===== config.mk =====
export PLATFORM = sky130hd
export DESIGN_NAME = completion_queue
export DESIGN_NICKNAME = d
export VERILOG_FILES = /design/src/hdl/rv32_isa_pkg.sv /design/src/hdl/exec_unit_pkg.sv /design/src/hdl/completion_queue.sv
export SDC_FILE = /design/constraint.sdc
export NUM_CORES = 1
export LEC_CHECK = 0
export ABC_CLOCK_PERIOD_IN_PS = 3630
export BUFFER_PORTS_ARGS = -buffer_cell sky130_fd_sc_hd__buf_4
export CORE_MARGIN = 4
export CORE_UTILIZATION = 30
export CTS_CLUSTER_DIAMETER = 120
export DETAILED_ROUTE_END_ITERATION = 7
export REMOVE_ABC_BUFFERS = 1
export SYNTH_ARGS = -nofsm -noshare
export SYNTH_HDL_FRONTEND = slang
export SYNTH_SLANG_ARGS = --single-unit

===== constraint.sdc =====
create_clock -name clock -period 3.63 [get_ports clock]
set_input_delay 0.726 -clock clock [delete_from_list [all_inputs] [get_ports clock]]
set_output_delay 0.726 -clock clock [all_outputs]
set_load 0.005 [all_outputs]

===== src/hdl/rv32_isa_pkg.sv =====
package rv32_isa_pkg;

	// RV32 data width
	localparam int xlen = 32;

	typedef logic [xlen-1:0] word_t; // operands, results, pc values
	typedef logic [31:0] inst_t;     // raw instruction word
	typedef logic [2:0] funct3_t;    // inst[14:12], the branch condition code

	// ALU function codes
	typedef enum logic [3:0] {
		alu_add    = 4'h0,
		alu_sub    = 4'h1,
		alu_and    = 4'h2,
		alu_or     = 4'h3,
		alu_xor    = 4'h4,
		alu_slt    = 4'h5,
		alu_sltu   = 4'h6,
		alu_sll    = 4'h7,
		alu_srl    = 4'h8,
		alu_sra    = 4'h9,
		alu_mul    = 4'ha,
		alu_mulh   = 4'hb,
		alu_mulhsu = 4'hc,
		alu_mulhu  = 4'hd
	} alu_func_e;

	// operand A source
	typedef enum logic [1:0] {
		opa_rs1  = 2'd0,
		opa_npc  = 2'd1,
		opa_pc   = 2'd2,
		opa_zero = 2'd3
	} opa_sel_e;

	// operand B source with codes 6 and 7 unused
	typedef enum logic [2:0] {
		opb_rs2   = 3'd0,
		opb_i_imm = 3'd1,
		opb_s_imm = 3'd2,
		opb_b_imm = 3'd3,
		opb_u_imm = 3'd4,
		opb_j_imm = 3'd5
	} opb_sel_e;

endpackage

===== src/hdl/exec_unit_pkg.sv =====
package exec_unit_pkg;

	typedef logic [5:0] tag_t; // physical destination register tag

	// packet handed over by the reservation station
	typedef struct packed {
		rv32_isa_pkg::word_t     pc;
		rv32_isa_pkg::word_t     npc;
		rv32_isa_pkg::inst_t     inst;          // immediates and funct3 come from here
		rv32_isa_pkg::word_t     rs1_value;
		rv32_isa_pkg::word_t     rs2_value;
		rv32_isa_pkg::opa_sel_e  opa_sel;
		rv32_isa_pkg::opb_sel_e  opb_sel;
		rv32_isa_pkg::alu_func_e alu_func;
		logic                    cond_branch;   // bxx instruction
		logic                    uncond_branch; // jal / jalr
		tag_t                    dest_tag;
	} issue_packet_t;

	// packet sent toward the common data bus
	typedef struct packed {
		tag_t                dest_tag;
		rv32_isa_pkg::word_t value;
		logic                take_branch;
	} result_packet_t;

endpackage


===== src/hdl/completion_queue.sv =====
`timescale 1ns/1ps

module completion_queue #(
	parameter int queue_depth = 4 // power of two, at least 2
) (
	input  logic                           clock,
	input  logic                           reset,
	input  logic                           push_valid,
	input  exec_unit_pkg::result_packet_t  push,
	input  logic                           result_ready,
	output logic                           push_ready,
	output logic                           result_valid,
	output exec_unit_pkg::result_packet_t  result
);

	localparam int ptr_w = $clog2(queue_depth);

	typedef logic [ptr_w-1:0] ptr_t; // wraps on its own
	typedef logic [ptr_w:0] count_t; // 0 .. queue_depth

	exec_unit_pkg::result_packet_t mem [queue_depth];

	ptr_t   wr_ptr;
	ptr_t   rd_ptr;
	count_t count;
	logic   full;
	logic   do_push;
	logic   do_pop;

	assign full         = (count == count_t'(queue_depth));
	assign result_valid = (count != '0);
	assign result       = mem[rd_ptr]; // show-ahead head entry

	// a pop frees the slot in the same cycle
	assign push_ready = !full || result_ready;
	assign do_push    = push_valid && push_ready;
	assign do_pop     = result_valid && result_ready;

	always_ff @(posedge clock) begin
		if (do_push) begin
			mem[wr_ptr] <= push;
		end
	end

	always_ff @(posedge clock) begin
		if (reset) begin
			wr_ptr <= '0;
			rd_ptr <= '0;
			count  <= '0;
		end else begin
			if (do_push) begin
				wr_ptr <= wr_ptr + 1'b1;
			end
			if (do_pop) begin
				rd_ptr <= rd_ptr + 1'b1;
			end
			case ({do_push, do_pop})
				2'b10:   count <= count + 1'b1;
				2'b01:   count <= count - 1'b1;
				default: count <= count; // both or neither
			endcase
		end
	end

endmodule


==> flow_results.org <==
** Run status
- Result of the run :: finished clean

** Placed design
- Port-buffer cells :: 83
- Once detailed placement completed, the half-perimeter wirelength came to 6.67 mm.
- Prior to clock tree synthesis, the placed netlist has a worst setup slack of 617 ps.
- Global placement routability congestion :: 0.688

** Min path
- Min-delay worst type :: in2reg

** Worst setup path
- The number of buffers and inverters on the critical path is 1.
- Traced cell by cell, the critical path runs through mux4_2 > buf_4.
- Type of the worst setup path :: reg2out
- CP startpoint kind :: register
- Arrival time at the worst endpoint :: 2100 ps
- Crit path max fanout :: 39
- Crit. End Element :: output pin
- Crit path max-delay cell type :: sky130_fd_sc_hd__dfxtp_4
- Data on the critical path is required at its endpoint by 2900 ps.
- CP peak stage delay :: 900 ps
- Among cell families on the critical path, the largest total delay comes from flip-flops.

** CTS
- The tree built by TritonCTS fans out to 165 sinks.
- TritonCTS built the clock tree.
- Number of buffers inserted for hold repair after clock tree synthesis :: 0
- CTS resizes :: 0
- Post-CTS Setup Bufs :: 0
- Clock-pin slew was measured on the worst setup and hold paths at 60 ps.
- Clock root buffer master :: sky130_fd_sc_hd__clkbuf_16
- H-tree Lvls :: 4
- Counting along the longest clock path gives a buffer depth of 2.
- For the worst-skew pair, the clock arrives at the later sink with an insertion delay of 410 ps.
- Cts bufs inserted :: 17

** Floorplanning
- The total area inside the core boundary comes to 0.0197 mm².
- Number of rows in the core area :: 51
- Die Area :: 0.0226 mm²
- From bottom edge to top edge, the die measures 150 µm.
- 84 I/O pins were placed.
- Initial core utilization :: 0.309
- Die Span X :: 150 µm

** STA
- In the finished design, the share of the clock period the worst path needs comes to 0.779.
- Setup violations remaining at the end of the flow were counted as 0.
- In this run the tightest slew margin relative to its limit is 0.262.
- Between clock sinks in the finished design, the worst skew comes to 4.70 ps.
- Slew Viols, Final :: 0
- Final hold violation count :: 0
- Unrepaired setup endpoints after global routing :: no
- Final period demand of the worst path :: 2830 ps
- Final critical-path setup slack :: 801 ps
- Static timing analysis puts the maximum clock frequency at 354 MHz.
- Actual slew at the worst max-slew pin :: 1110 ps
- Summed over all failing endpoints, the final setup total negative slack is 0 ps.

** Yosys
- Number of flops mapped to enable cells by yosys :: 156
- The synthesized design contains 165 register bits.
- During synthesis, Yosys emitted a total of 0 warnings.
- Yosys instantiated no cell more often than sky130_fd_sc_hd__edfxtp_1.
- After synthesis, the cell types taking the most area are sky130_fd_sc_hd__edfxtp_1 (77%), sky130_fd_sc_hd__mux4_2 (14%), sky130_fd_sc_hd__dfxtp_1 (3.0%).
- The synthesized netlist contains 26 unique library cells.
- The share of the Yosys chip area taken by registers is 0.800.
- Cell Area, Synth :: 0.00608 mm²
- Top post-synthesis cells by count :: sky130_fd_sc_hd__edfxtp_1 (156), sky130_fd_sc_hd__mux4_2 (39), sky130_fd_sc_hd__dfxtp_1 (9), sky130_fd_sc_hd__nor2_1 (7), sky130_fd_sc_hd__inv_1 (6)
- After synthesis, the mean cell area works out to 23.9 µm².
- Area share of the largest cell type after synthesis :: 0.770
- After technology mapping, the gate count stands at 255.
- Share of synthesized flip-flops with an asynchronous set or reset :: 0
- The most used flip-flop cell after synthesis is sky130_fd_sc_hd__edfxtp_1.
- Of all cell types, the one taking the most synthesized area is sky130_fd_sc_hd__edfxtp_1.

** Job
- The tool flagged a number of max-cap violations equal to 0.

** Pwr
- Summed over all cells, the static leakage comes to 2.49 nW.
- The share of total power dissipated in combinational logic is 0.174.
- The worst-case IR drop observed on VDD is 347 µV.
- Of the total power, the share spent switching nets is 0.244.
- Power Dens Cells :: 638 mW/mm²
- Sequential power share :: 0.500
- Of the total power, the clock network draws 0.326.
- Internal power comes to 3.63 mW.
- Net switching power figure :: 1.17 mW

** Route
- Remaining antenna violation count :: 0
- Drt total wl :: 11.2 mm
- Wire per inst :: 17.9 µm
- The detailed router placed 2758 vias in this run.
- Detail-routed via count per cell :: 4.41
- First-iteration detailed-routing DRC count :: 112
- For this run, design rule violations remaining after detail routing come to 0.
- Pre-antenna DRT Iters :: 4

** GRT
- Global router's overall resource usage :: 0.106
- Entering global routing, the biggest net connects 40 pins.
- Initial antenna violation count :: 0
- Via count of the first global-routing pass :: 3108
- The first global-routing pass estimated 17.3 mm of wire.
- The total overflow left after global routing is 0.

** Final layout
- Registers take 0.00487 mm².
- The filler cells instantiated in the layout total 1784.
- Area taken by multi-input logic gates :: 0.00115 mm²
- Post-synthesis to final-layout area growth :: 23.8%
- ANT cells :: 0
- After the last flow step, the layout net total stands at 398.
- Layout cells sized above 1 :: 0.438
cells by family after synthesis:
group                    share of synthesized area
AND/OR/NAND/NOR                             0.0169
buffers and inverters                       0.0115
AO/OA/AOI/OAI                              0.00823
adder cells (fa/ha/maj)                     0.0136
XOR/XNOR                                   0.00576
multiplexers                                 0.144
flip-flops                                   0.800
state kept, by name (all words and copies together), names as in the netlist, named ones only:
signal and cells:
mem 156, count 3, rd_ptr 2, wr_ptr 2
cell usage in the layout (no fill, tap or decap), drive strengths merged:
cell      count
and2          1
clkinvlp      4
and3          4
or4b          1
dfxtp         9
clkinv        7
a21oi         2
o31ai         1
edfxtp      156
fa            1
nor2          7
xor2          3
nand3         1
nand2b        1
mux4         39
xnor2         1
nand4b        1
inv           8
buf          85
o31a          1
ha            5
or3           2
o311ai        1
clkbuf       18
o21ai         2
final cells by class:
cell class	count	share of cell area
Timing Repair Buffer	85	0.0847
Inverter	6	0.00299
Sequential cell	165	0.647
Clock inverter	13	0.0113
Tap cell	265	0.0440
Clock buffer	18	0.0570
Multi-Input combinational cell	74	0.153
worst paths after layout:
kind              from          to  slack (ps)  cells past startpoint
min reg2reg  wr_ptr[0]   wr_ptr[0]         540                      2
max reg2reg   count[1]    count[2]        1060                      9
max           register  result[28]         800                      2
min            push[7]   mem[0][7]         510                      1
stage by stage:
| stage | hold WS, ps | utilization | instance area, µm² | total power [mW] | cells |
|---|---|---|---|---|---|
| after floorplan | 477 | - | 6040 | 2.86 | 245 |
| after global placement | 502 | 0.356 | 7020 | 3.30 | 595 |
| after detailed placement | 524 | 0.356 | 7020 | 3.32 | 595 |
| after CTS | 483 | 0.382 | 7530 | 4.88 | 626 |
| after global routing | 474 | 0.382 | 7530 | 5.05 | 626 |
| final | 506 | 0.382 | 7530 | 4.80 | 626 |
routing by layer:
layer  vias to the layer above  global-route usage  part of all wire
met5                         -                   0                 0
met4                         0              0.0439             0.016
met3                        14              0.0491             0.078
met2                        66               0.173              0.51
met1                      1421               0.121              0.40
li1                       1257                   -                 -
power groups by stage:
stage / sequential, mW / combinational [mW] / clock, mW
floorplan: 2.40 / 0.460 / 0
global placement: 2.45 / 0.852 / 0
detailed placement: 2.46 / 0.860 / 0
CTS: 2.42 / 0.863 / 1.60
global route: 2.44 / 0.912 / 1.70
finish: 2.40 / 0.834 / 1.57
Power figures use the tool's default switching activity.
