**config.mk**
```make
export PLATFORM = sky130hd
export DESIGN_NAME = branch_resolve
export DESIGN_NICKNAME = d
export VERILOG_FILES = /design/src/hdl/rv32_isa_pkg.sv /design/src/hdl/branch_resolve.sv
export SDC_FILE = /design/constraint.sdc
export NUM_CORES = 1
export LEC_CHECK = 0
export BUFFER_PORTS_ARGS = -buffer_cell sky130_fd_sc_hd__buf_2
export CAP_MARGIN = 20
export CORE_UTILIZATION = 41
export DETAILED_ROUTE_END_ITERATION = 7
export GPL_TIMING_DRIVEN = 0
export PLACE_DENSITY_LB_ADDON = 0.05
export SLEW_MARGIN = 20
export SYNTH_ARGS = -nofsm -noshare
export SYNTH_HDL_FRONTEND = slang
export SYNTH_SLANG_ARGS = --single-unit
```
**constraint.sdc**
```tcl
create_clock -name vclk -period 2.45
set_input_delay 0.49 -clock vclk [all_inputs]
set_output_delay 0.49 -clock vclk [all_outputs]
set_load 0.01 [all_outputs]
```
**src/hdl/rv32_isa_pkg.sv**
```systemverilog
package rv32_isa_pkg;

	// RV32 data width
	localparam int xlen = 32;

	typedef logic [xlen-1:0] word_t; // operands, results, pc values
	typedef logic [31:0] inst_t;     // raw instruction word
	typedef logic [2:0] funct3_t;    // inst[14:12], the branch condition code

	// ALU function codes
	typedef enum logic [3:0] {
		alu_add    = 4'h0,
		alu_sub    = 4'h1,
		alu_and    = 4'h2,
		alu_or     = 4'h3,
		alu_xor    = 4'h4,
		alu_slt    = 4'h5,
		alu_sltu   = 4'h6,
		alu_sll    = 4'h7,
		alu_srl    = 4'h8,
		alu_sra    = 4'h9,
		alu_mul    = 4'ha,
		alu_mulh   = 4'hb,
		alu_mulhsu = 4'hc,
		alu_mulhu  = 4'hd
	} alu_func_e;

	// operand A source
	typedef enum logic [1:0] {
		opa_rs1  = 2'd0,
		opa_npc  = 2'd1,
		opa_pc   = 2'd2,
		opa_zero = 2'd3
	} opa_sel_e;

	// operand B source with codes 6 and 7 unused
	typedef enum logic [2:0] {
		opb_rs2   = 3'd0,
		opb_i_imm = 3'd1,
		opb_s_imm = 3'd2,
		opb_b_imm = 3'd3,
		opb_u_imm = 3'd4,
		opb_j_imm = 3'd5
	} opb_sel_e;

endpackage
```
**src/hdl/branch_resolve.sv**
```systemverilog
`timescale 1ns/1ps

module branch_resolve (
	input  rv32_isa_pkg::word_t   rs1_value,
	input  rv32_isa_pkg::word_t   rs2_value,
	input  rv32_isa_pkg::funct3_t funct3,
	input  logic                  cond_branch,
	input  logic                  uncond_branch,
	output logic                  take_branch
);

	logic is_eq;
	logic is_lt;  // signed
	logic is_ltu; // unsigned
	logic cond;

	assign is_eq  = (rs1_value == rs2_value);
	assign is_lt  = ($signed(rs1_value) < $signed(rs2_value));
	assign is_ltu = (rs1_value < rs2_value);

	always_comb begin
		case (funct3)
			3'b000:  cond = is_eq;   // beq
			3'b001:  cond = !is_eq;  // bne
			3'b100:  cond = is_lt;   // blt
			3'b101:  cond = !is_lt;  // bge
			3'b110:  cond = is_ltu;  // bltu
			3'b111:  cond = !is_ltu; // bgeu
			default: cond = 1'b0;    // 010 and 011 are not branches
		endcase
	end

	// jumps always redirect, branches only on a true condition
	assign take_branch = uncond_branch || (cond_branch && cond);

endmodule

```
==> impl_metrics.tcl, run 1 <==
set metrics [dict create \
    regArea_sq_um 0 \
    final-hold-violation-count 0 \
    synth_common_cells "inv_1 (33), ha_1 (32), a21oi_1 (11)" \
    die_area_sq_mm 0.00225 \
    rsz0062_at_grt "yes" \
    path_delay_family "compound AO/OA/AOI/OAI gates" \
    finalCriticalPeriod_ns 2.55 \
    antenna_found_initial 0 \
    post-route-util 0.733 \
    powerDensity_mw_per_mm2 158 \
    drtIter0Drc 7 \
    num_io_pins 70 \
    cp_cell_sequence "buf_6 > inv_4 > ha_4 > nand4_1 > a2111o_1 > o211ai_1 > a31oi_1 > xnor2_1 > o21ai_1 > buf_2" \
    hold-worst-slack_ns 1.28 \
    gr-total-overflow 0 \
    cp.arrival_ns 2.06 \
    grt_pass1_wl_mm 2.93 \
    core-area_sq_mm 0.00196 \
    fp.dieW_um 47.5 \
    syn-cell-area_sq_um 848 \
    nClkBuffers 0 \
    synth_top_area_cell "ha_1" \
    status "finished with violations" \
    drive_gt1_frac 0.487 \
    synth.avg_cell_area_sq_um 7.07 \
    start_util 0.432 \
    violations "negative setup slack" \
    max_stage_delay_ns 0.43 \
    drc_errors 0 \
    worst_slack_ns -0.105 \
    grt_pass1_vias 786 \
    startpoint_type "input pin" \
    ir_drop_uv 90.9 \
    fin_crit_sh 1.04 \
    antenna_cells 0 \
    yosysMostFrequentCell "inv_1" \
    cp_num_buf_inv 3 \
    worst-endpoint-required_ns 1.96 \
    yosys-top-cells-area "ha_1 (47%), inv_1 (15%), a21oi_1 (6.5%)" \
    via_per_inst 4.83 \
    critPathCaptureType "primary output" \
    port_buffers 70 \
    wirelength_mm 2.29 \
    fp-row-count 16 \
    maxCapViolations 0 \
    ys_types 22 \
    drt-pass1-iter-count 4 \
    relSlewSlack 0.807 \
    hold_path.class "in2out" \
    path_class "in2out" \
    yosys.area.top_type_share 0.472 \
    postCtsHoldBufs 0 \
    gp_congestion 0.691 \
    cp_slowest_cell "a2111o_1" \
    yosys_warnings 0 \
    drt-wirelength-per-cell_um 10.4 \
    crit_fanout 3 \
    nFlopsAndLatches 0 \
    dp_hpwl_mm 1.81 \
    vias 1063 \
    finalMaxSlewViolations 0 \
    syn2layout_area_growth_pct 69.6 \
    antenna_left 0 \
    max_freq_mhz 391 \
    grt_usage 0.171 \
    synth_nets 221 \
    setup_viol 1 \
    worst-slew-pin-transition_ns 0.287 \
    yosysSeqAreaShare 0 \
    grt_max_degree 4 \
    syn_inst 120 \
    nets 296 \
    leakage_nw 0.836 \
    nFillCells 179 \
    die-height_um 47.5 \
]
-- metrics by stage --
stage	total power [W]	std cells	setup slack, ns	area (sq um)	setup TNS (ns)
2_1_floorplan	0.000105	120	0.0730	848	0
3_3_place_gp	0.000176	217	-0.210	1230	-0.210
3_5_place_dp	0.000184	217	-0.298	1230	-0.298
4_1_cts	0.000204	219	-0.108	1330	-0.108
5_1_grt	0.000258	220	-0.248	1440	-0.248
6_report	0.000227	220	-0.105	1440	-0.105
-- metal layers --
metal	wire length, um	share of wire	vias up	track usage
met1	866	0.38	462	0.213
met2	1330	0.58	34	0.345
met3	91	0.040	0	0
met5	0	0	-	0
li1	-	-	567	-
met4	0	0	0	0
-- worst paths after layout --
| kind | slack (ns) | start | cells after the start | endpoint |
|---|---|---|---|---|
| max | -0.10 | rs2_value[10] | 10 | take_branch |
| min | 1.28 | uncond_branch | 4 | take_branch |
-- tightest hold or removal path, cell delays in order --
cell     delay [ns]
buf_2          0.08
a31oi_1        0.03
o21ai_1        0.06
buf_2          0.13
-- logic make-up after synthesis --
logic type / share of synthesized area
AOI/OAI and AO/OA: 0.202
buffers and inverters: 0.146
and+or+nand+nor: 0.149
adders and majority gates: 0.472
xor gates and xnor gates: 0.0310
-- cell type report --
type / count / area [sq um] / share of cell area
multi-input cells: 87 / 872 / 0.606
repair buffers: 73 / 404 / 0.281
inverters: 33 / 129 / 0.0896
well taps: 27 / 33.8 / 0.0235
-- placed cells by master (no fill, tap or decap) --
cell and instances:
buf_6 5, o211ai_1 2, xor2_1 1, nand2_1 9, inv_4 2, o21a_1 1, a31oi_1 2, buf_4 3
nand4_1 6, nor4_4 1, o21ai_0 1, o211a_1 1, ha_4 9, a21oi_2 3, a21oi_1 9, nor2b_1 1
buf_2 65, inv_2 3, a21o_1 1, xnor2_1 2, o21ai_1 3, nor2_1 3, a221oi_2 2, a2111o_1 1
nand3_1 5, ha_1 23, inv_1 28, nor4_2 1
-- power by group --
part           switching, W  total (W)  internal (W)
sequential                0          0             0
combinational      0.000103   0.000227      0.000124
clock                     0          0             0
total              0.000103   0.000227      0.000124
-- what timing repair did --
action / CTS / global route
buffers inserted: 2 / 1
hold endpoints to repair: 0 / 0
endpoints found under the setup margin: 1 / 1
pin swaps: 12 / 18
resized for setup: 12 / 17
Power figures use the tool's default switching activity.
==> run 2, diff against run 1 <==
- PLACE_DENSITY: default -> 0.95
- PLACE_DENSITY_LB_ADDON: 0.05 -> default
==> impl_metrics.tcl, run 2 (synthesis gave the netlist of run 1 again) <==
set metrics [dict create \
    max_stage_delay_ns 0.38 \
    post_cts_buffers 0 \
    antenna_cells 0 \
    maxCapViolations 0 \
    fp.dieW_um 47.5 \
    setup_viol 1 \
    worst-endpoint-required_ns 1.96 \
    status "finished with violations" \
    ir_drop_uv 88.4 \
    die-height_um 47.5 \
    p_comb_frac 1.000 \
    worst-slew-pin-transition_ns 0.276 \
    final_common_cell "buf_2" \
    crit_top_cell "o211ai_1" \
    placed_area_sq_mm 0.00123 \
    p_seq_frac 0 \
    start_util 0.432 \
    crit_fanout 2 \
    grt_pass1_vias 848 \
    critPathCaptureType "primary output" \
    drive_gt1_frac 0.442 \
    regArea_sq_um 0 \
    stdcell_area_sq_mm 0.00137 \
    violations "negative setup slack" \
    nFlopsAndLatches 0 \
    pre_cts_slack_ns -0.194 \
    p_sw_frac 0.464 \
    antenna_found_initial 0 \
    antenna_left 0 \
    syn2layout_area_growth_pct 60.9 \
    cp_slowest_cell "a2111o_1" \
    grt_max_degree 4 \
    finalCriticalPeriod_ns 2.57 \
    die_area_sq_mm 0.00225 \
    gp_congestion 0.759 \
    vias 1076 \
    grt_pass1_wl_mm 2.99 \
    switchingPower_w 0.0000999 \
    max_freq_mhz 389 \
    powerDensity_mw_per_mm2 158 \
    relSlewSlack 0.815 \
    final_cell_mix "buf_2 (68), inv_1 (32), ha_1 (25)" \
    startpoint_type "input pin" \
    nFillCells 170 \
    grt_usage 0.179 \
    nets 293 \
    leakage_nw 0.824 \
    path_delay_family "compound AO/OA/AOI/OAI gates" \
    rsz0062_at_grt "yes" \
    drc_errors 0 \
    drtIter0Drc 3 \
    final-hold-violation-count 0 \
    path_class "in2out" \
    internal_power_w 0.000115 \
    num_io_pins 70 \
    power_w 0.000215 \
    nClkBuffers 0 \
    gr-total-overflow 0 \
    worst_slack_ns -0.122 \
    fp-row-count 16 \
    core-area_sq_mm 0.00196 \
    cp_num_buf_inv 3 \
    finalMaxSlewViolations 0 \
    cp.arrival_ns 2.08 \
    via_per_inst 4.96 \
    drt-wirelength-per-cell_um 10.5 \
    clockPowerShare 0 \
    wirelength_mm 2.28 \
    port_buffers 70 \
    cp_cell_sequence "buf_6 > inv_2 > ha_4 > nor2b_4 > o211ai_1 > a2111o_1 > o211ai_1 > a31oi_1 > xnor2_1 > o21ai_1 > buf_2" \
    dp_hpwl_mm 1.94 \
    drt-pass1-iter-count 2 \
    fin_crit_sh 1.05 \
    hold-worst-slack_ns 1.27 \
    hold_path.class "in2out" \
]
==> run 2: power by group through the flow <==
stage | Clock (W) | Combinational, W | Sequential [W]
after floorplan | 0 | 0.000105 | 0
after global placement | 0 | 0.000179 | 0
after detailed placement | 0 | 0.000185 | 0
after CTS | 0 | 0.000198 | 0
after global routing | 0 | 0.000246 | 0
final | 0 | 0.000215 | 0
==> run 2: final cells by class <==
type,instances,area [sq um],area share
repair buffers,70,363,0.266
well taps,27,33.8,0.0247
inverters,33,124,0.0907
multi-input cells,87,845,0.619
==> run 2: tightest hold or removal path, stage by stage <==
cell     delay, ns
buf_2         0.08
a31oi_1       0.03
o21ai_1       0.05
buf_2         0.13
==> run 2: per-stage QoR <==
step,util,setup TNS [ns],std cells
after floorplan,-,0,120
after global placement,0.628,-0.199,217
after detailed placement,0.628,-0.194,217
after CTS,0.659,-0.121,217
after global routing,0.696,-0.224,217
final,0.696,-0.122,217
==> run 2: final timing paths <==
check / startpoint / to / cells past startpoint
hold / removal: uncond_branch / take_branch / 4
setup / recovery: rs2_value[1] / take_branch / 11
==> run 2: layer usage <==
layer  share of wire  up-vias  wire length [um]  global-route usage
met4               0        0                 0                   0
met5               0        -                 0                   0
li1                -      559                 -                   -
met1            0.41      461               942               0.200
met3           0.089        0               202                   0
met2            0.50       56              1130               0.389
==> run 2: repair_timing <==
action	4_1_cts	5_1_grt
setup endpoints to repair	1	1
pin swaps	10	7
resized for setup	9	9
hold buffers	0	0
