[config.mk]
export PLATFORM = sky130hd
export DESIGN_NAME = operand_select
export DESIGN_NICKNAME = d
export VERILOG_FILES = /design/src/hdl/rv32_isa_pkg.sv /design/src/hdl/exec_unit_pkg.sv /design/src/hdl/operand_select.sv
export SDC_FILE = /design/constraint.sdc
export NUM_CORES = 1
export LEC_CHECK = 0
export CORE_AREA = 2 2 93 95
export DETAILED_ROUTE_END_ITERATION = 8
export DIE_AREA = 0 0 95 97
export DONT_BUFFER_PORTS = 1
export PLACE_DENSITY = 0.34
export SLEW_MARGIN = 20
export SYNTH_ARGS = -nofsm -noshare
export SYNTH_HDL_FRONTEND = slang
export SYNTH_SLANG_ARGS = --single-unit
[constraint.sdc]
create_clock -name vclk -period 2.23
set_input_delay 0 -clock vclk [all_inputs]
set_output_delay 0 -clock vclk [all_outputs]
set_load 0.005 [all_outputs]
[src/hdl/rv32_isa_pkg.sv]
package rv32_isa_pkg;

	// RV32 data width
	localparam int xlen = 32;

	typedef logic [xlen-1:0] word_t; // operands, results, pc values
	typedef logic [31:0] inst_t;     // raw instruction word
	typedef logic [2:0] funct3_t;    // inst[14:12], the branch condition code

	// ALU function codes
	typedef enum logic [3:0] {
		alu_add    = 4'h0,
		alu_sub    = 4'h1,
		alu_and    = 4'h2,
		alu_or     = 4'h3,
		alu_xor    = 4'h4,
		alu_slt    = 4'h5,
		alu_sltu   = 4'h6,
		alu_sll    = 4'h7,
		alu_srl    = 4'h8,
		alu_sra    = 4'h9,
		alu_mul    = 4'ha,
		alu_mulh   = 4'hb,
		alu_mulhsu = 4'hc,
		alu_mulhu  = 4'hd
	} alu_func_e;

	// operand A source
	typedef enum logic [1:0] {
		opa_rs1  = 2'd0,
		opa_npc  = 2'd1,
		opa_pc   = 2'd2,
		opa_zero = 2'd3
	} opa_sel_e;

	// operand B source with codes 6 and 7 unused
	typedef enum logic [2:0] {
		opb_rs2   = 3'd0,
		opb_i_imm = 3'd1,
		opb_s_imm = 3'd2,
		opb_b_imm = 3'd3,
		opb_u_imm = 3'd4,
		opb_j_imm = 3'd5
	} opb_sel_e;

endpackage
[src/hdl/exec_unit_pkg.sv]
package exec_unit_pkg;

	typedef logic [5:0] tag_t; // physical destination register tag

	// packet handed over by the reservation station
	typedef struct packed {
		rv32_isa_pkg::word_t     pc;
		rv32_isa_pkg::word_t     npc;
		rv32_isa_pkg::inst_t     inst;          // immediates and funct3 come from here
		rv32_isa_pkg::word_t     rs1_value;
		rv32_isa_pkg::word_t     rs2_value;
		rv32_isa_pkg::opa_sel_e  opa_sel;
		rv32_isa_pkg::opb_sel_e  opb_sel;
		rv32_isa_pkg::alu_func_e alu_func;
		logic                    cond_branch;   // bxx instruction
		logic                    uncond_branch; // jal / jalr
		tag_t                    dest_tag;
	} issue_packet_t;

	// packet sent toward the common data bus
	typedef struct packed {
		tag_t                dest_tag;
		rv32_isa_pkg::word_t value;
		logic                take_branch;
	} result_packet_t;

endpackage

[src/hdl/operand_select.sv]
`timescale 1ns/1ps

module operand_select (
	input  exec_unit_pkg::issue_packet_t held,
	output rv32_isa_pkg::word_t          operand_a,
	output rv32_isa_pkg::word_t          operand_b
);

	localparam rv32_isa_pkg::word_t bad_opb = 32'hbad0_0b0b; // shows up on a bad select
	localparam int sext_w = rv32_isa_pkg::xlen - 12;

	rv32_isa_pkg::inst_t inst;
	rv32_isa_pkg::word_t i_imm;
	rv32_isa_pkg::word_t s_imm;
	rv32_isa_pkg::word_t b_imm;
	rv32_isa_pkg::word_t u_imm;
	rv32_isa_pkg::word_t j_imm;

	assign inst = held.inst;

	// immediate decoders with the sign bit always at inst[31]
	assign i_imm = {{sext_w{inst[31]}}, inst[31:20]};
	assign s_imm = {{sext_w{inst[31]}}, inst[31:25], inst[11:7]};
	assign b_imm = {{(sext_w - 1){inst[31]}}, inst[31], inst[7], inst[30:25],
		inst[11:8], 1'b0};
	assign u_imm = {inst[31:12], 12'b0};
	assign j_imm = {{(sext_w - 9){inst[31]}}, inst[31], inst[19:12], inst[20],
		inst[30:21], 1'b0}; // 21-bit jump offset

	always_comb begin
		case (held.opa_sel)
			rv32_isa_pkg::opa_rs1: operand_a = held.rs1_value;
			rv32_isa_pkg::opa_npc: operand_a = held.npc;
			rv32_isa_pkg::opa_pc:  operand_a = held.pc;
			default:               operand_a = '0; // opa_zero
		endcase
	end

	always_comb begin
		case (held.opb_sel)
			rv32_isa_pkg::opb_rs2:   operand_b = held.rs2_value;
			rv32_isa_pkg::opb_i_imm: operand_b = i_imm;
			rv32_isa_pkg::opb_s_imm: operand_b = s_imm;
			rv32_isa_pkg::opb_b_imm: operand_b = b_imm;
			rv32_isa_pkg::opb_u_imm: operand_b = u_imm;
			rv32_isa_pkg::opb_j_imm: operand_b = j_imm;
			default:                 operand_b = bad_opb; // codes 6 and 7
		endcase
	end

endmodule

==> results.tsv, run 1 <==
stage	metric	value	unit
drt	vias_per_cell	5.34	
worst_setup_path	cp-start-kind	input port	
power_and_ir_drop	p_leak	0.485	nW
die	dieWidth	95	um
sta	maxSlewHeadroom	66.2	%
worst_setup_path	worstPathArrival	0.78	ns
worst_setup_path	critical_path.max_stage_delay	0.34	ns
synthesis	netlist_instances	239	
sta	hold_viol_final	0	
layout	antenna_cells	0	
sta	setup_viol	0	
min_path	hp-start	held[14]	
sta	period_needed	0.776	ns
min_path	holdPathStages	1	
sta	tns	0	ns
worst_setup_path	cp_max_fo	38	
drt	drt_wl_total	5590	um
drt	drtAntennaViolNets	0	
die	die_h	97	um
drt	post_drt_wl_per_cell	17.5	um
layout	seqCellArea	0	um2
sta	rsz0062_at_grt	false	
worst_setup_path	cp_num_buf_inv	0	
sta	worst_slack	1.45	ns
global_route	grt_pass1_vias	1506	
worst_setup_path	crit_slowest_cell	nor2_4	
worst_setup_path	crit_family	compound AO/OA/AOI/OAI gates	
layout	final_core_util	17.6	%
worst_setup_path	end_kind	output port	
drt	drt_iter0_drc	41	
synthesis	synth_area_per_cell	5.95	um2
global_route	antenna_found_initial	0	
synthesis	seq_area_frac_synth	0	%
worst_setup_path	required	2.23	ns
global_route	grt_pass1_wl	7890	um
power_and_ir_drop	finalPower	0.000220	W
die	core_area	8130	um2
layout	layout_commonest_cell	nand2_1	
power_and_ir_drop	ir_worst_vdd	0.0000460	V
global_route	grt_max_degree	42	
placement	dpl.hpwl	4600	um
synthesis	syn_area	1420	um2
sta	max_freq	1290	MHz
synthesis	synth_warnings	0	
worst_setup_path	path_cells	nor2_4, a22oi_1, o21ai_0	
die	initial_core_util	17.5	%
min_path	hold_path_end	operand_b[21]	
global_route	grt-ovfl-total	0	
sta	slew_viol_final	0	
clock_tree	post_cts_buffers	0	
worst_setup_path	crit_type	in2out	
synthesis	yosysUniqueCellTypes	29	
power_and_ir_drop	power-per-cell-area	153	nW/um2
placement	place.port_buffers	0	
layout	layout-area-overhead-vs-synth	0.792	%
die	dieArea	9220	um2
global_route	track_usage	10.5	%
drt	vias	1708	
clock_tree	cts_hold_buf	0	
layout	num-nets-final	394	
sta	period_share	34.8	%
flow_run	max-cap-violations	0	
die	io_pins	241	
die	num_rows	33	
placement	post-place-ws	1.43	ns
drt	drtPass1Iterations	5	
min_path	hold_path_class	in2out	
status	status	finished, final reports clean	
sta	tightestPinTransition	0.505	ns
placement	gp_congestion	0.729	
synthesis	syn_nets	416	
layout	drive_gt1_share	1.40	%
layout	seq_cells	0	
clock_tree	cts_resized	0	
drt	drc	0	
layout	final_cell_mix	nand2_1 (50), o21ai_0 (47), mux2i_1 (32)	
layout	n_clock_buffer	0	
layout make-up:
type	count	area (um2)
Fill cell	945	6700
Multi-Input combinational cell	212	1290
Tap cell	105	131
Inverter	2	7.51
Timing Repair Buffer	1	7.51
cells in the mapped netlist, drive strengths merged:
library cell,n,area [um2]
nor3b,1,7.51
o22a,7,61.3
o211ai,1,7.51
or2,1,6.26
buf,16,96.3
inv,2,7.51
nand2b,3,18.8
o21a,15,113
nor2b,5,31.3
nor2,4,22.5
a21oi,21,105
mux2i,32,320
o21ai,50,250
a221oi,2,17.5
clkbuf,9,33.8
nand3,2,10.0
a22oi,6,45.0
a32oi,1,8.76
nor3,2,10.0
o22ai,4,25.0
nand2,50,188
and2,3,18.8
o31ai,1,7.51
o32a,1,10.0
power breakdown:
| group | leakage [nW] | internal (W) | total [W] | switching (W) |
|---|---|---|---|---|
| registers | 0 | 0 | 0 | 0 |
| logic | 0.485 | 0.000103 | 0.000220 | 0.000117 |
| clock network | 0 | 0 | 0 | 0 |
| total | 0.485 | 0.000103 | 0.000220 | 0.000117 |
worst max path at each step:
stage / startpoint / to / slack [ns] / cells past startpoint
detailed placement: held[13] / operand_b[5] / 1.43 / 3
global route: held[13] / operand_b[7] / 1.37 / 3
CTS: held[13] / operand_b[5] / 1.44 / 3
floorplan: held[12] / operand_b[20] / 1.45 / 5
finish: held[13] / operand_b[7] / 1.45 / 3
global placement: held[13] / operand_b[5] / 1.45 / 3
per-layer routing:
layer	share of wire [%]	vias up	wire length, um	global-route usage [%]
li1	-	817	-	-
met1	35	748	1960	10.9
met2	56	143	3110	23.0
met3	9.4	0	525	0.779
met4	0	0	0	0
met5	0	-	0	0
metrics by stage:
step                cells  hold slack [ns]  instance area (um2)
CTS                   320           0.0620                 1430
global route          320           0.0607                 1430
finish                320           0.0605                 1430
global placement      320           0.0622                 1430
floorplan             239           0.0833                 1420
detailed placement    320           0.0621                 1430
kinds of logic (layout without fill, tap and decap cells):
kind of cell / Yosys count / in the layout / share of synthesized area, %
compound gates: 109 / 109 / 45.8
buf+inv: 27 / 3 / 9.68
mux: 32 / 32 / 22.5
simple gates: 71 / 71 / 22.0
(Power assumes the default switching activity.)
==> run 2, diff against run 1 <==
clock period = 0.8 ns   (was 2.23 ns; I/O delays follow)
==> results.tsv, run 2 (synthesized netlist as in run 1, its figures left out) <==
stage	metric	value	unit	change
status	status	finished, final reports clean		
die	num_rows	33		unchanged
layout	finish.instance_area	1480	um2	+3.3%
die	core_area	8130	um2	unchanged
global_route	track_usage	10.2	%	-0.36 points
placement	dpl.hpwl	4520	um	-1.9%
global_route	grt_max_degree	42		unchanged
die	initial_core_util	17.5	%	unchanged
worst_setup_path	end_kind	output port		
clock_tree	cts_hold_buf	0		unchanged
layout	final_cell_mix	nand2_1 (50), o21ai_0 (47), mux2i_1 (32)		
sta	slew_viol_final	0		unchanged
layout	layout-area-overhead-vs-synth	4.14	%	
layout	seqCellArea	0	um2	unchanged
placement	dp_cells	323		+0.94%
layout	seq_cells	0		unchanged
sta	period_needed	0.690	ns	
sta	tns	0	ns	unchanged
clock_tree	cts_resized	0		unchanged
sta	max_freq	1450	MHz	
sta	rsz0062_at_grt	false		
clock_tree	post_cts_buffers	0		unchanged
layout	drive_gt1_share	2.75	%	+1.4 points
drt	vias	1735		+1.6%
power_and_ir_drop	ir_worst_vdd	0.000121	V	+160%
die	dieWidth	95	um	unchanged
placement	gp_congestion	0.708		-2.8%
worst_setup_path	worstPathArrival	0.69	ns	-0.09 ns
die	io_pins	241		unchanged
layout	n_clock_buffer	0		unchanged
power_and_ir_drop	p_leak	0.507	nW	+4.7%
worst_setup_path	required	0.80	ns	-1.43 ns
drt	drt_iter0_drc	28		-32%
worst_setup_path	cp-start-kind	input port		
drt	drtAntennaViolNets	0		unchanged
global_route	grt-ovfl-total	0		unchanged
flow_run	max-cap-violations	0		unchanged
die	die_h	97	um	unchanged
layout	antenna_cells	0		unchanged
drt	post_drt_wl_per_cell	17.3	um	-0.84%
sta	maxSlewHeadroom	64.4	%	-1.8 points
global_route	antenna_found_initial	0		unchanged
layout	multi_input_area	1290	um2	unchanged
layout	layout_commonest_cell	nand2_1		
layout	nFillCells	928		-1.8%
sta	setup_viol	0		unchanged
layout	num-nets-final	397		+0.76%
layout	final_cells	323		+0.94%
drt	drtPass1Iterations	5		unchanged
sta	period_share	86.2	%	
placement	place.port_buffers	0		unchanged
placement	placed_area	1480	um2	+3.3%
drt	vias_per_cell	5.37		+0.64%
power_and_ir_drop	power-per-cell-area	434	nW/um2	+180%
die	dieArea	9220	um2	unchanged
global_route	grt_pass1_wl	7600	um	-3.6%
min_path	hold_path_class	in2out		
global_route	grt_pass1_vias	1474		-2.1%
worst_setup_path	cp_max_fo	38		unchanged
drt	drt_wl_total	5600	um	about the same
sta	tightestPinTransition	0.532	ns	+0.0270 ns
sta	hold_viol_final	0		unchanged
drt	drc	0		unchanged
worst_setup_path	crit_type	in2out		
## run 2: cell count changes in the layout (fill, tap and decap cells not counted), sizes merged
cell / change
buf: +3
## run 2: metrics by stage
step | hold slack, ns | total power [W] | util, % | worst slack, ns
after global routing | 0.0619 | 0.000719 | 18.2 | 0.0720
after global placement | 0.0621 | 0.000650 | 18.2 | 0.124
after floorplan | 0.0833 | 0.000655 | - | 0.0183
after CTS | 0.0619 | 0.000651 | 18.2 | 0.109
final | 0.0625 | 0.000642 | 18.2 | 0.110
after detailed placement | 0.0622 | 0.000651 | 18.2 | 0.110
## run 2: critical path, stage by stage
cell and delay [ns]:
or2_1 0.30, o21a_1 0.20, o22a_1 0.19
## run 2: cell type report
| type | count | share of cell area [%] |
|---|---|---|
| multi-input combinational | 212 | 86.9 |
| tap | 105 | 8.88 |
| timing repair buffer | 4 | 3.72 |
| inverter | 2 | 0.507 |
## run 2: power by group
| group | total, W | internal, W | switching [W] |
|---|---|---|---|
| clock | 0 | 0 | 0 |
| combinational | 0.000642 | 0.000311 | 0.000331 |
| sequential | 0 | 0 | 0 |
## run 2: worst paths after layout
check,startpoint,end,slack (ns),cells past startpoint
max,held[13],operand_b[20],0.11,3
min,held[14],operand_b[21],0.06,1
## run 2: layer usage
layer  part of all wire [%]  vias up  track usage [%]
met3                    9.6        0            0.935
met2                     56      147             22.5
li1                       -      825                -
met5                      0        -                0
met1                     35      763             10.2
met4                      0        0                0
==> run 3, diff against run 2 <==
REMOVE_ABC_BUFFERS = 1   (was unset)
==> results.tsv, run 3 (synthesized netlist as in run 1, its figures left out) <==
stage	metric	value	unit	change
layout	seq_cells	0		unchanged
worst_setup_path	required	0.80	ns	about the same
sta	worst_hold_slack	0.0588	ns	-0.00363 ns
drt	drc	0		unchanged
placement	place.port_buffers	0		unchanged
drt	drt_wl_total	6030	um	+7.7%
layout	num-nets-final	401		+1.0%
drt	drt_iter0_drc	22		-21%
drt	vias	1717		-1.0%
sta	period_share	86.3	%	+0.098 points
global_route	grt-ovfl-total	0		unchanged
min_path	hold_path_class	in2out		
sta	rsz0062_at_grt	false		
die	initial_core_util	17.5	%	unchanged
global_route	grt_max_degree	42		unchanged
global_route	antenna_found_initial	0		unchanged
placement	dpl.hpwl	5170	um	+14%
layout	antenna_cells	0		unchanged
placement	gp_congestion	0.813		+15%
power_and_ir_drop	p_leak	0.524	nW	+3.3%
worst_setup_path	worstPathArrival	0.69	ns	about the same
power_and_ir_drop	ir_worst_vdd	0.000128	V	+5.8%
clock_tree	post_cts_buffers	0		unchanged
sta	maxSlewHeadroom	74.5	%	+10 points
drt	drtPass1Iterations	4		-1
sta	max_freq	1450	MHz	-0.11%
drt	drtAntennaViolNets	0		unchanged
die	dieArea	9220	um2	unchanged
layout	drive_gt1_share	4.50	%	+1.8 points
global_route	grt_pass1_wl	8380	um	+10%
sta	period_needed	0.691	ns	+0.000785 ns
sta	slew_viol_final	0		unchanged
worst_setup_path	end_kind	output port		
worst_setup_path	cp_max_fo	38		unchanged
global_route	track_usage	11.2	%	+1.1 points
drt	post_drt_wl_per_cell	18.4	um	+6.4%
clock_tree	cts_resized	0		unchanged
status	status	finished, final reports clean		
die	num_rows	33		unchanged
die	core_area	8130	um2	unchanged
layout	seqCellArea	0	um2	unchanged
layout	n_clock_buffer	0		unchanged
worst_setup_path	cp-start-kind	input port		
die	die_h	97	um	unchanged
power_and_ir_drop	power-per-cell-area	447	nW/um2	+3.1%
layout	layout_commonest_cell	nand2_1		
die	dieWidth	95	um	unchanged
worst_setup_path	crit_type	in2out		
sta	tightestPinTransition	0.378	ns	-0.154 ns
sta	setup_viol	0		unchanged
sta	hold_viol_final	0		unchanged
clock_tree	cts_hold_buf	0		unchanged
layout	layout-area-overhead-vs-synth	5.37	%	
drt	vias_per_cell	5.25		-2.2%
flow_run	max-cap-violations	0		unchanged
global_route	grt_pass1_vias	1610		+9.2%
sta	tns	0	ns	unchanged
layout	final_cell_mix	nand2_1 (50), o21ai_0 (47), mux2i_1 (32)		
die	io_pins	241		unchanged
## run 3: cell types whose count changed in the layout (fill, tap and decap cells not counted)
cell	previous run	this run
buf_4	2	7
buf_12	2	1
## run 3: critical path: stages
cell    delay (ns)
or2_1         0.30
o21a_1        0.20
o22a_1        0.19
## run 3: worst paths after layout
path	start	to	slack, ns	depth (start not counted)
worst max-delay path	held[13]	operand_b[25]	0.11	3
worst min-delay path	held[13]	operand_b[1]	0.06	1
## run 3: final cells by class
cell class | count | area (um2)
fillers | 956 | 6640
multi-input cells | 212 | 1290
well taps | 105 | 131
repair buffers | 8 | 72.6
inverters | 2 | 7.51
## run 3: through the flow
step	util [%]	setup WS, ns	instance area [um2]	instances	power [W]
final	18.4	0.109	1500	327	0.000670
after global routing	18.4	0.0518	1500	327	0.000744
after CTS	18.4	0.115	1500	327	0.000686
after detailed placement	18.4	0.114	1500	327	0.000687
after global placement	18.4	0.113	1500	327	0.000683
after floorplan	-	-0.491	1290	214	0.000520
## run 3: routing by layer
layer	vias up	GRT usage (%)	share of wire, %
met5	-	0	0
met4	0	0	0
met3	0	1.95	11
met2	142	23.6	54
met1	740	11.8	35
li1	835	-	-
## run 3: power breakdown
part	switching [W]	internal (W)	total, W
Sequential	0	0	0
Clock	0	0	0
Combinational	0.000350	0.000320	0.000670
